### src/include/ooo_settings.svh
`ifndef OOO_SETTINGS_SVH
`define OOO_SETTINGS_SVH

// architectural register count, x0 included
`define OOO_NUM_REGS 32

// data path width
`define OOO_XLEN 32

// reorder buffer entries, also the in-flight limit
`define OOO_ROB_DEPTH 8

// must equal log2 of the reorder buffer depth
`define OOO_TAG_W 3

// cycles from issue packet to writeback packet
`define OOO_ALU_LAT 2

`endif

### src/design/ooo_pkg.sv
`include "ooo_settings.svh"

package ooo_pkg;

    // architectural register index
    typedef logic [$clog2(`OOO_NUM_REGS)-1:0] reg_idx_t;

    // one data word
    typedef logic [`OOO_XLEN-1:0] xlen_t;

    // reorder buffer entry index
    typedef logic [`OOO_TAG_W-1:0] rob_tag_t;

    typedef enum logic [2:0] {
        OP_ADD,
        OP_SUB,
        OP_AND,
        OP_OR,
        OP_XOR,
        OP_LI
    } alu_op_e;

    // decoded instruction from the front end
    typedef struct packed {
        alu_op_e  op;
        reg_idx_t rd;
        reg_idx_t rs1;
        reg_idx_t rs2;
        xlen_t    imm;
    } instr_t;

    // resolved operands on their way to the ALU
    typedef struct packed {
        alu_op_e  op;
        xlen_t    a;
        xlen_t    b;
        rob_tag_t tag;
    } issue_pkt_t;

    typedef struct packed {
        rob_tag_t tag;
        xlen_t    value;
    } wb_pkt_t;

    typedef struct packed {
        reg_idx_t rd;
        xlen_t    value;
        rob_tag_t tag;
    } commit_t;

endpackage

### src/design/regfile_scoreboard.sv
`timescale 1ns/100ps

`include "ooo_settings.svh"

module regfile_scoreboard (
    input  logic             clk,
    input  logic             rst,

    // operand read ports
    input  ooo_pkg::reg_idx_t rs1,
    input  ooo_pkg::reg_idx_t rs2,
    output ooo_pkg::xlen_t    rs1_value,
    output ooo_pkg::xlen_t    rs2_value,
    output logic              rs1_busy,
    output logic              rs2_busy,
    output ooo_pkg::rob_tag_t rs1_tag,
    output ooo_pkg::rob_tag_t rs2_tag,

    // destination mark from issue
    input  logic              mark,
    input  ooo_pkg::reg_idx_t mark_rd,
    input  ooo_pkg::rob_tag_t mark_tag,

    // in-order commit from the reorder buffer
    input  logic              commit_valid,
    input  ooo_pkg::commit_t  commit
);

    import ooo_pkg::*;

    xlen_t    regs     [`OOO_NUM_REGS];
    rob_tag_t sb_tag   [`OOO_NUM_REGS];
    logic     sb_valid [`OOO_NUM_REGS];

    // x0 reads as zero and never reports a producer
    always_comb begin
        rs1_value = (rs1 == '0) ? '0 : regs[rs1];
        rs2_value = (rs2 == '0) ? '0 : regs[rs2];
        rs1_busy  = (rs1 != '0) && sb_valid[rs1];
        rs2_busy  = (rs2 != '0) && sb_valid[rs2];
        rs1_tag   = sb_tag[rs1];
        rs2_tag   = sb_tag[rs2];
    end

    always_ff @(posedge clk) begin
        if (rst) begin
            for (int i = 0; i < `OOO_NUM_REGS; i++) begin
                regs[i]     <= '0;
                sb_tag[i]   <= '0;
                sb_valid[i] <= 1'b0;
            end
        end else begin
            if (commit_valid && (commit.rd != '0)) begin
                regs[commit.rd] <= commit.value;
                // a younger writer may own the mark by now
                if (sb_valid[commit.rd] && (sb_tag[commit.rd] == commit.tag)) begin
                    sb_valid[commit.rd] <= 1'b0;
                end
            end

            // later assignment, so a same-cycle issue keeps the register busy
            if (mark && (mark_rd != '0)) begin
                sb_tag[mark_rd]   <= mark_tag;
                sb_valid[mark_rd] <= 1'b1;
            end
        end
    end

endmodule

### src/design/issue_stage.sv
`timescale 1ns/100ps

module issue_stage (
    input  logic                clk,
    input  logic                rst,

    input  logic                instr_valid,
    input  ooo_pkg::instr_t     instr,
    output logic                issue_stall,

    // register file and scoreboard
    output ooo_pkg::reg_idx_t   rs1,
    output ooo_pkg::reg_idx_t   rs2,
    input  ooo_pkg::xlen_t      rs1_value,
    input  ooo_pkg::xlen_t      rs2_value,
    input  logic                rs1_busy,
    input  logic                rs2_busy,
    input  ooo_pkg::rob_tag_t   rs1_tag,
    input  ooo_pkg::rob_tag_t   rs2_tag,

    // reorder buffer operand lookup
    output ooo_pkg::rob_tag_t   q1_tag,
    output ooo_pkg::rob_tag_t   q2_tag,
    input  logic                q1_done,
    input  logic                q2_done,
    input  ooo_pkg::xlen_t      q1_value,
    input  ooo_pkg::xlen_t      q2_value,

    // allocation
    input  logic                rob_full,
    output logic                alloc,
    output ooo_pkg::reg_idx_t   alloc_rd,
    input  ooo_pkg::rob_tag_t   alloc_tag,

    output logic                issue_valid,
    output ooo_pkg::issue_pkt_t issue_pkt
);

    import ooo_pkg::*;

    logic  use_imm;
    logic  a_wait;
    logic  b_wait;
    xlen_t a_value;
    xlen_t b_value;

    assign rs1    = instr.rs1;
    assign rs2    = instr.rs2;
    assign q1_tag = rs1_tag;
    assign q2_tag = rs2_tag;

    // load immediate takes b from the instruction, rs2 is ignored
    assign use_imm = (instr.op == OP_LI);

    // busy operand whose producer has not written back yet
    assign a_wait = rs1_busy && !q1_done;
    assign b_wait = !use_imm && rs2_busy && !q2_done;

    always_comb begin
        a_value = rs1_busy ? q1_value : rs1_value;
        if (use_imm) begin
            b_value = instr.imm;
        end else begin
            b_value = rs2_busy ? q2_value : rs2_value;
        end
    end

    assign issue_stall = instr_valid && (rob_full || a_wait || b_wait);
    assign alloc       = instr_valid && !issue_stall;
    assign alloc_rd    = instr.rd;

    always_ff @(posedge clk) begin
        if (rst) begin
            issue_valid <= 1'b0;
        end else begin
            issue_valid <= alloc;
        end
    end

    // issue packet, loaded on acceptance
    always_ff @(posedge clk) begin
        if (alloc) begin
            issue_pkt.op  <= instr.op;
            issue_pkt.a   <= a_value;
            issue_pkt.b   <= b_value;
            issue_pkt.tag <= alloc_tag;
        end
    end

endmodule

### src/design/alu_pipe.sv
`timescale 1ns/100ps

`include "ooo_settings.svh"

module alu_pipe (
    input  logic                clk,
    input  logic                rst,
    input  logic                issue_valid,
    input  ooo_pkg::issue_pkt_t issue_pkt,
    output logic                wb_valid,
    output ooo_pkg::wb_pkt_t    wb_pkt
);

    import ooo_pkg::*;

    // stages after the compute stage
    localparam int HOLD = `OOO_ALU_LAT - 1;

    xlen_t           result;
    logic            s1_valid;
    wb_pkt_t         s1_pkt;
    logic [HOLD-1:0] hold_valid;
    wb_pkt_t         hold_pkt [HOLD];

    always_comb begin
        unique case (issue_pkt.op)
            OP_ADD:  result = issue_pkt.a + issue_pkt.b;
            OP_SUB:  result = issue_pkt.a - issue_pkt.b;
            OP_AND:  result = issue_pkt.a & issue_pkt.b;
            OP_OR:   result = issue_pkt.a | issue_pkt.b;
            OP_XOR:  result = issue_pkt.a ^ issue_pkt.b;
            OP_LI:   result = issue_pkt.b;
            default: result = '0;
        endcase
    end

    always_ff @(posedge clk) begin
        if (rst) begin
            s1_valid   <= 1'b0;
            hold_valid <= '0;
        end else begin
            s1_valid <= issue_valid;
            for (int i = 0; i < HOLD; i++) begin
                hold_valid[i] <= (i == 0) ? s1_valid : hold_valid[i-1];
            end
        end
    end

    // results move every cycle, the ALU never stalls
    always_ff @(posedge clk) begin
        s1_pkt.tag   <= issue_pkt.tag;
        s1_pkt.value <= result;
        for (int i = 0; i < HOLD; i++) begin
            hold_pkt[i] <= (i == 0) ? s1_pkt : hold_pkt[i-1];
        end
    end

    assign wb_valid = hold_valid[HOLD-1];
    assign wb_pkt   = hold_pkt[HOLD-1];

endmodule

### src/design/reorder_buffer.sv
`timescale 1ns/100ps

`include "ooo_settings.svh"

module reorder_buffer (
    input  logic              clk,
    input  logic              rst,

    // allocation at the tail
    input  logic              alloc,
    input  ooo_pkg::reg_idx_t alloc_rd,
    output ooo_pkg::rob_tag_t alloc_tag,
    output logic              rob_full,

    // operand lookup by tag
    input  ooo_pkg::rob_tag_t q1_tag,
    input  ooo_pkg::rob_tag_t q2_tag,
    output logic              q1_done,
    output logic              q2_done,
    output ooo_pkg::xlen_t    q1_value,
    output ooo_pkg::xlen_t    q2_value,

    // writeback from the ALU
    input  logic              wb_valid,
    input  ooo_pkg::wb_pkt_t  wb_pkt,

    output logic              commit_valid,
    output ooo_pkg::commit_t  commit
);

    import ooo_pkg::*;

    rob_tag_t               head;
    rob_tag_t               tail;
    logic [`OOO_TAG_W:0]    count;

    logic  [`OOO_ROB_DEPTH-1:0] ent_busy;
    logic  [`OOO_ROB_DEPTH-1:0] ent_done;
    reg_idx_t               ent_rd    [`OOO_ROB_DEPTH];
    xlen_t                  ent_value [`OOO_ROB_DEPTH];

    assign alloc_tag = tail;
    assign rob_full  = (count == (`OOO_TAG_W+1)'(`OOO_ROB_DEPTH));

    // a stale tag points at a done or freed entry, the scoreboard filters it
    assign q1_done  = ent_busy[q1_tag] && ent_done[q1_tag];
    assign q2_done  = ent_busy[q2_tag] && ent_done[q2_tag];
    assign q1_value = ent_value[q1_tag];
    assign q2_value = ent_value[q2_tag];

    // head leaves as soon as its result is in
    assign commit_valid = ent_busy[head] && ent_done[head];
    assign commit.rd    = ent_rd[head];
    assign commit.value = ent_value[head];
    assign commit.tag   = head;

    always_ff @(posedge clk) begin
        if (rst) begin
            head     <= '0;
            tail     <= '0;
            count    <= '0;
            ent_busy <= '0;
            ent_done <= '0;
        end else begin
            if (alloc) begin
                ent_busy[tail] <= 1'b1;
                ent_done[tail] <= 1'b0;
                tail           <= tail + 1'b1;
            end

            if (wb_valid) begin
                ent_done[wb_pkt.tag] <= 1'b1;
            end

            // full blocks alloc, so the freed head never meets the tail here
            if (commit_valid) begin
                ent_busy[head] <= 1'b0;
                ent_done[head] <= 1'b0;
                head           <= head + 1'b1;
            end

            case ({alloc, commit_valid})
                2'b10:   count <= count + 1'b1;
                2'b01:   count <= count - 1'b1;
                default: count <= count;
            endcase
        end
    end

    // entry payload, kept until the entry is reused
    always_ff @(posedge clk) begin
        if (alloc) begin
            ent_rd[tail] <= alloc_rd;
        end
        if (wb_valid) begin
            ent_value[wb_pkt.tag] <= wb_pkt.value;
        end
    end

endmodule

### src/design/ooo_core.sv
`timescale 1ns/100ps

module ooo_core (
    input  logic             clk,
    input  logic             rst,
    input  logic             instr_valid,
    input  ooo_pkg::instr_t  instr,
    output logic             issue_stall,
    output logic             commit_valid,
    output ooo_pkg::commit_t commit
);

    import ooo_pkg::*;

    reg_idx_t   rs1;
    reg_idx_t   rs2;
    xlen_t      rs1_value;
    xlen_t      rs2_value;
    logic       rs1_busy;
    logic       rs2_busy;
    rob_tag_t   rs1_tag;
    rob_tag_t   rs2_tag;

    rob_tag_t   q1_tag;
    rob_tag_t   q2_tag;
    logic       q1_done;
    logic       q2_done;
    xlen_t      q1_value;
    xlen_t      q2_value;

    logic       rob_full;
    logic       alloc;
    reg_idx_t   alloc_rd;
    rob_tag_t   alloc_tag;

    logic       issue_valid;
    issue_pkt_t issue_pkt;
    logic       wb_valid;
    wb_pkt_t    wb_pkt;

    issue_stage issue_stage_i (
        .clk         (clk),
        .rst         (rst),
        .instr_valid (instr_valid),
        .instr       (instr),
        .issue_stall (issue_stall),
        .rs1         (rs1),
        .rs2         (rs2),
        .rs1_value   (rs1_value),
        .rs2_value   (rs2_value),
        .rs1_busy    (rs1_busy),
        .rs2_busy    (rs2_busy),
        .rs1_tag     (rs1_tag),
        .rs2_tag     (rs2_tag),
        .q1_tag      (q1_tag),
        .q2_tag      (q2_tag),
        .q1_done     (q1_done),
        .q2_done     (q2_done),
        .q1_value    (q1_value),
        .q2_value    (q2_value),
        .rob_full    (rob_full),
        .alloc       (alloc),
        .alloc_rd    (alloc_rd),
        .alloc_tag   (alloc_tag),
        .issue_valid (issue_valid),
        .issue_pkt   (issue_pkt)
    );

    // the scoreboard mark is the reorder buffer allocation itself
    regfile_scoreboard regfile_scoreboard_i (
        .clk          (clk),
        .rst          (rst),
        .rs1          (rs1),
        .rs2          (rs2),
        .rs1_value    (rs1_value),
        .rs2_value    (rs2_value),
        .rs1_busy     (rs1_busy),
        .rs2_busy     (rs2_busy),
        .rs1_tag      (rs1_tag),
        .rs2_tag      (rs2_tag),
        .mark         (alloc),
        .mark_rd      (alloc_rd),
        .mark_tag     (alloc_tag),
        .commit_valid (commit_valid),
        .commit       (commit)
    );

    alu_pipe alu_pipe_i (
        .clk         (clk),
        .rst         (rst),
        .issue_valid (issue_valid),
        .issue_pkt   (issue_pkt),
        .wb_valid    (wb_valid),
        .wb_pkt      (wb_pkt)
    );

    reorder_buffer reorder_buffer_i (
        .clk          (clk),
        .rst          (rst),
        .alloc        (alloc),
        .alloc_rd     (alloc_rd),
        .alloc_tag    (alloc_tag),
        .rob_full     (rob_full),
        .q1_tag       (q1_tag),
        .q2_tag       (q2_tag),
        .q1_done      (q1_done),
        .q2_done      (q2_done),
        .q1_value     (q1_value),
        .q2_value     (q2_value),
        .wb_valid     (wb_valid),
        .wb_pkt       (wb_pkt),
        .commit_valid (commit_valid),
        .commit       (commit)
    );

endmodule

### config.mk
export PLATFORM = sky130hd
export DESIGN_NAME = ooo_core
export DESIGN_NICKNAME = d
export VERILOG_FILES = /design/src/design/ooo_pkg.sv /design/src/design/regfile_scoreboard.sv /design/src/design/issue_stage.sv /design/src/design/alu_pipe.sv /design/src/design/reorder_buffer.sv /design/src/design/ooo_core.sv
export VERILOG_INCLUDE_DIRS = /design/src /design/src/include
export SDC_FILE = /design/constraint.sdc
export NUM_CORES = 2
export LEC_CHECK = 0
export BUFFER_PORTS_ARGS = -buffer_cell sky130_fd_sc_hd__buf_4
export CAP_MARGIN = 20
export CORE_MARGIN = 1.5
export CORE_UTILIZATION = 55
export CTS_CLUSTER_DIAMETER = 40
export DETAILED_ROUTE_END_ITERATION = 8
export PLACE_DENSITY_LB_ADDON = 0.3
export SLEW_MARGIN = 15
export SYNTH_ARGS = -nofsm -noshare
export SYNTH_HDL_FRONTEND = slang
export SYNTH_SLANG_ARGS = --single-unit
### constraint.sdc
create_clock -name clk -period 13.2 [get_ports clk]
set_input_delay 1.32 -clock clk [delete_from_list [all_inputs] [get_ports clk]]
set_output_delay 1.32 -clock clk [all_outputs]
set_load 0.005 [all_outputs]
After elaboration in Yosys (flattened, before gate mapping). Memories as Yosys holds them, arrays and structs flattened. A register that Yosys moved wholly into a read port is not among the register bits. Index checks and enable logic that the tools add are counted.

Order comparisons: 8. Reduce and logical (&&, ||, !) cells: 34. Bitwise gates (word level): 10. Add/subtract/negate cells: 6. Mux-type cells: 65. Equal/unequal tests: 10.

Operators by type and width (number): two-way mux 32 bit (6); one-hot mux 32 bit (6 select lines) (1); two-way mux 8 bit (8); adder 32 bit (1); AND 32 bit (1); bitwise OR 32 bit (1); OR reduction 32 bit (1); subtractor 32 bit (1); XOR 32 bit (1); two-way mux 1 bit (31); AND 8 bit (3); less-than comparator 3 x 4 -> 1 bit, second input constant (5); two-way mux 5 bit (4); nonzero test 5 bit (4); binary-select mux 1 bit (select 3 bit) (6); logical AND 1 bit (16); NOT 8 bit (2); bitwise OR 8 bit (2); two-way mux 3 bit (5); zero test 5 bit (2); demux 1 bit (select 3 bit) (3); equality test 3 bit, second input constant (3); greater-or-equal comparator 3 x 1 -> 1 bit, second input constant (3); one-hot mux 4 bit (2 select lines) (1); other kinds (15) (22).

Register bits: 134. Input bits: 53. Memories: 6. RAM bits: 1483. Output and inout port bits: 42.

Memories: regfile_scoreboard_i.regs (words 32, width 32, read ports 2, clocked after Yosys merged registers in 0, wr ports 32, RTL line regfile_scoreboard.sv:31) `` xlen_t regs [`OOO_NUM_REGS]; ``; reorder_buffer_i.ent_value (words 8, width 32, read ports 3, clocked after Yosys merged registers in 1, wr ports 1, RTL line reorder_buffer.sv:40) `` xlen_t ent_value [`OOO_ROB_DEPTH]; ``; regfile_scoreboard_i.sb_tag (words 32, width 3, read ports 3, clocked after Yosys merged registers in 0, wr ports 32, RTL line regfile_scoreboard.sv:32) `` rob_tag_t sb_tag [`OOO_NUM_REGS]; ``; reorder_buffer_i.ent_rd (words 8, width 5, read ports 1, clocked after Yosys merged registers in 1, wr ports 1, RTL line reorder_buffer.sv:39) `` reg_idx_t ent_rd [`OOO_ROB_DEPTH]; ``; alu_pipe_i.hold_pkt (words 1, width 35, read ports 1, clocked after Yosys merged registers in 0, wr ports 1, RTL line alu_pipe.sv:23) `wb_pkt_t hold_pkt [HOLD];`; regfile_scoreboard_i.sb_valid (words 32, width 1, read ports 3, clocked after Yosys merged registers in 0, wr ports 32, RTL line regfile_scoreboard.sv:33) `` logic sb_valid [`OOO_NUM_REGS]; ``.

Logic depth before layout (Yosys ltp). An unclocked memory read counts as a cell.

Depth in word-level cells: 18. Depth in mapped cells: 21. Gate-level depth less buffers: 20.

Modules after synthesis. A second synthesis with hierarchy kept.

Cells, all modules: 5677. Area, all modules: 88125.8 um2.

By module, submodules not included: regfile_scoreboard (cells each 3904, area each 62412.4 um2, times used 1); reorder_buffer (cells each 852, area each 16483.3 um2, times used 1); alu_pipe (cells each 679, area each 5621.6 um2, times used 1); issue_stage (cells each 242, area each 3608.5 um2, times used 1).

Worst setup path before layout. Ideal clock, no wire load.

Path type: input to register. Start: in instr[39] in the netlist's numbering. End: reg reorder_buffer_i.count[2]. Data required time: 13.129 ns. Library setup time: 0.071 ns. Arrival time: 5.960 ns. Stages on the path: 20. Path buffers: 4. Slack: 7.170 ns. Cell sequence: clkbuf_1 > clkbuf_1 > mux4_2 > mux4_2 > mux2i_1 > mux2i_1 > mux2i_1 > mux2i_1 > o21ba_1 > and2_1 > buf_4 > inv_4 > buf_2 > ha_1 > xor2_1 > ha_1 > a21oi_1 > xor2_1 > or3_1 > a21oi_1.

Longest elaborated chain between the ends: 13.

Ends and longest elaborated chain: from (decl) (RTL line ooo_core.sv:7) `input ooo_pkg::instr_t instr,`; memory (32 x 3 bit); binary-select mux 1 bit (select 3 bit) (RTL line reorder_buffer.sv:46) `assign q1_done = ent_busy[q1_tag] && ent_done[q1_tag];`; two-way mux 1 bit (not written as such) (RTL line reorder_buffer.sv:46); logical AND 1 bit (RTL line reorder_buffer.sv:46); zero test 1 bit (RTL line issue_stage.sv:56) `assign a_wait = rs1_busy && !q1_done;`; logical AND 1 bit * (RTL line issue_stage.sv:56); logical OR 1 bit * (2 in a row) (RTL line issue_stage.sv:68) `assign issue_stall = instr_valid && (rob_full || a_wait || b_wait);`; logical AND 1 bit * (RTL line issue_stage.sv:68); zero test 1 bit * (RTL line issue_stage.sv:69) `assign alloc = instr_valid && !issue_stall;`; logical AND 1 bit * (RTL line issue_stage.sv:69); via alloc (RTL line ooo_core.sv:32) `logic alloc;`; equality test 2 x 1 -> 1 bit or equality test 2 bit (tied branches) (RTL line reorder_buffer.sv:82) `case ({alloc, commit_valid})`; one-hot mux 4 bit (2 select lines) or nonzero test 2 bit (tied branches); to (signal assigned) (RTL line reorder_buffer.sv:83) `2'b10: count <= count + 1'b1;`; to (signal assigned) (RTL line reorder_buffer.sv:84) `2'b01: count <= count - 1'b1;`; to (signal assigned) (RTL line reorder_buffer.sv:85) `default: count <= count;`; to (decl) (RTL line reorder_buffer.sv:35) `` logic [`OOO_TAG_W:0] count; ``.

Mark *: on every way through the listed nets, which the timed path passes. The rest lies on a longest branch. The select of a mux whose other input is x is not followed. A chain may end at the register's enable or synchronous reset.

Worst setup path in the final report.
Start: in instr[38] in the netlist's numbering. End: out issue_stall.

Longest elaborated chain between the ends: 9.

Ends and longest elaborated chain: memory (32 x 3 bit); binary-select mux 1 bit (select 3 bit) (RTL line reorder_buffer.sv:46); two-way mux 1 bit (not written as such) (RTL line reorder_buffer.sv:46); logical AND 1 bit (RTL line reorder_buffer.sv:46); zero test 1 bit (RTL line issue_stage.sv:56); logical AND 1 bit * (RTL line issue_stage.sv:56); logical OR 1 bit * (2 in a row) (RTL line issue_stage.sv:68); logical AND 1 bit * (RTL line issue_stage.sv:68); to (decl) (RTL line ooo_core.sv:8) `output logic issue_stall,`.

Every way passes the cells marked *; elsewhere a longest branch is shown, timed or not. The select of a mux whose other input is x is not followed.

==> results.py <==
metrics = {
    "global_route": {
        "grt_pass1_vias": 59470,
        "grt_overflow": 0,
        "grt_max_degree": 190,
        "grt_first_pass_wirelength_um": 398700,
        "grt.total_usage": 0.3489,
        "antenna_found_initial": 8,
    },
    "job": {
        "maxCapViolations": 0,
    },
    "synth": {
        "ys_types": 77,
        "synth_warnings": 0,
        "postSynthCellCount": 6241,
        "synth.top_cell.area_share": 0.5188,
        "synth.avg_cell_area_sq_um": 13.78,
        "synth_edf_count": 1486,
        "ys_seq_elements": 1620,
        "syn_area_sq_um": 86010,
        "synthArstFlopShare": 0,
        "yosysTopAreaCell": "edfxtp_1",
        "ys.flop_type": "edfxtp_1",
        "synth_most_common_cell": "edfxtp_1",
        "seq_area_frac_synth": 0.5500,
        "yosys-top-cells-area": "edfxtp_1, mux4_2, nor2_1",
        "yosys-top-cells-count": "edfxtp_1, nor2_1, mux4_2",
    },
    "worst_setup_path": {
        "critical_path.top_delay_family": "buffers and inverters",
        "cp.arrival_ns": 5.64,
        "endpoint_kind": "output port",
        "start_kind": "input port",
        "cp_num_buf_inv": 4,
        "worstSetupStartpoint": "instr[38]",
        "crit_fanout": 87,
        "worstPathCellList": "buf_8 > buf_4 > mux4_2 > mux4_2 > mux2i_4 > buf_4 > mux2i_1 > mux2i_1 > o21ba_1 > nor2b_1 > buf_4",
        "path_class": "input port to output port",
        "worstPathRequired_ns": 11.88,
        "critical-path-max-stage-delay_ns": 0.86,
        "cp_slowest_cell": "buf_4",
        "path_common_cell": "buf_4",
        "r2r_start": "issue_stage_i.issue_pkt[68]",
    },
    "drt": {
        "drc": 0,
        "drt_wl_total_um": 276800,
        "num_vias": 59980,
        "drtPass1Iterations": 6,
        "initialDrtViolationCount": 9950,
        "ant_nets": 0,
        "viasPerCell": 7.132,
        "wl_per_cell_um": 32.91,
    },
    "power_and_ir_drop": {
        "power.density_nw_per_um2": 150.1,
        "clkPwrFrac": 0.427,
        "p_leak_nw": 34.55,
        "seq_power_share": 0.424,
        "power_mw": 14.56,
        "p_sw_frac": 0.2763,
        "irDropWorstVdd_mv": 0.1367,
        "combPwrFrac": 0.150,
        "p_switching_mw": 4.023,
        "p_int_mw": 10.54,
    },
    "clocking": {
        "htreeDepth": 4,
        "cts_root_buf": "clkbuf_16",
        "cts.path.max_buffers": 3,
        "cts_inserted_buffers": 218,
        "cts_num_sinks": 1620,
        "post-cts-setup-buffers": 0,
        "cts_hold_buf": 0,
        "cts_resized": 0,
        "tritoncts": "yes",
        "path_clk_slew_ns": 0.05,
        "clock_latency_ns": 0.87,
    },
    "timing": {
        "rsz0062_at_grt": "false",
        "period_needed_ns": 6.956,
        "tightest_slew_ns": 1.257,
        "finalSetupTns_ns": 0,
        "slew_viol_final": 0,
        "hold_viol": 0,
        "setup_viol": 0,
        "max_freq_mhz": 143.8,
        "relSlewSlack": 0.1618,
        "fin_skew_ns": 0.03552,
        "finalCritPeriodShare": 0.5269,
    },
    "floorplanning": {
        "die_height_um": 398.5,
        "num_rows": 144,
        "die_area_sq_um": 158800,
        "die_w_um": 398.5,
        "start_util": 0.5564,
        "io_pins": 95,
        "core_sq_um": 154600,
    },
    "layout": {
        "syn2layout_area_growth_pct": 12.81,
        "postLayoutCoreUtil": 0.6277,
        "fin_nets": 6326,
        "fill_cells": 10890,
        "drive_gt1_frac": 0.2464,
    },
    "placement": {
        "io_buffers": 94,
        "dpl.hpwl_um": 162900,
        "gp_congestion": 0.9144,
    },
    "min_path": {
        "hold_class": "flip-flop to flip-flop",
        "min_from": "alu_pipe_i.s1_pkt[19]",
    },
    "status": {
        "status": "complete, no violations",
    },
}
-- placed cells by master, fill, tap and decap left out, types with 30 or more instances in the layout --
cell       synthesis  routed
edfxtp_1        1486    1486
nor2_1          1218    1209
mux4_2           789     789
mux2i_1          291     252
buf_4              2     246
clkbuf_16          0     222
a211oi_1         208     208
nand2_1          222     192
a21oi_1          190     190
inv_1            146     146
nor2b_1          142     142
dfxtp_1          134     131
ha_1             101     101
o21ai_0           98      96
xnor2_1           47      46
o22ai_1           45      45
mux2i_4            1      41
nor4_1            40      40
nand3_1           39      38
conb_1             1      35
o22a_1            33      33
o32ai_1           32      32
bufinv_16          0      32
o211ai_1          30      30
nand2_2            0      30
-- cell type report --
class / instances / area, sq um / area share
flip-flops and latches: 1620 / 47320 / 0.4877
inverters: 148 / 558.0 / 0.005751
multi-input cells: 3922 / 36770 / 0.3790
well taps: 2044 / 2557 / 0.02636
repair buffers: 261 / 2095 / 0.02159
diodes: 1 / 2.502 / 0.00002579
clock inverters: 164 / 2043 / 0.02106
clock buffers: 249 / 5687 / 0.05861
-- metrics by stage --
| stage | std cells | worst slack [ns] | cell area, sq um | hold slack, ns |
|---|---|---|---|---|
| final | 8409 | 6.244 | 97030 | 0.3273 |
| after global routing | 8408 | 6.135 | 97030 | 0.3404 |
| after CTS | 8405 | 6.283 | 96970 | 0.3272 |
| after detailed placement | 7992 | 5.793 | 89240 | 0.3121 |
| after global placement | 7992 | 5.798 | 89240 | 0.3107 |
| after floorplan | 6275 | 7.170 | 86140 | 0.3096 |
-- power by group through the flow --
stage	Sequential [mW]	Clock, mW	Combinational [mW]
6_report	6.17	6.21	2.18
5_1_grt	6.20	6.44	2.29
4_1_cts	6.16	6.23	2.12
3_5_place_dp	6.26	0	2.11
3_3_place_gp	6.24	0	2.07
2_1_floorplan	6.15	0	1.45
-- routing by layer --
layer,global-route usage,part of all wire
met1,0.4485,0.34
met3,0.1033,0.14
met4,0.1697,0.053
met5,0,0.00032
met2,0.5453,0.47
-- worst reg2reg max path: stages (launching register included) --
cell,delay [ns]
edfxtp_1,0.47
nor2_1,0.68
nand2_1,0.76
o21ai_0,0.51
inv_1,0.09
ha_1,0.27
nor2b_1,0.10
o21ai_0,0.10
a21boi_0,0.45
o31ai_1,0.18
o21ai_0,0.42
a41oi_1,0.45
o41a_1,0.61
o311ai_0,0.35
o211ai_1,0.18
xnor2_1,0.20
o211ai_1,0.12
-- registers in the layout, summed over array words and instances (netlist names), 4 cells and up, named ones only --
register / flops
reorder_buffer_i.ent_value: 256
regfile_scoreboard_i.sb_tag: 96
reorder_buffer_i.ent_rd: 40
issue_stage_i.issue_pkt: 70
alu_pipe_i.s1_pkt: 35
regfile_scoreboard_i.regs: 1024
reorder_buffer_i.count: 4
alu_pipe_i.hold_pkt: 35
reorder_buffer_i.ent_done: 8
regfile_scoreboard_i.sb_valid: 32
reorder_buffer_i.ent_busy: 8
-- worst paths after layout --
kind,to,slack (ns),cells past startpoint
max,issue_stall,6.24,11
min,alu_pipe_i.hold_pkt[0][19],0.33,0
max reg2reg,alu_pipe_i.s1_pkt[31],7.10,16
min reg2reg,alu_pipe_i.hold_pkt[0][19],0.33,0
-- cell families after synthesis --
kind of cell             share of synthesized area
AND/OR/NAND/NOR                            0.09003
flip-flops                                  0.5500
multiplexers                                0.2421
AO/OA/AOI/OAI                              0.06348
buffers and inverters                      0.03296
adder cells (fa/ha/maj)                    0.01492
XOR/XNOR                                  0.006517
other                                   0.00004360
Note: power is estimated with default switching activity, not from simulation.
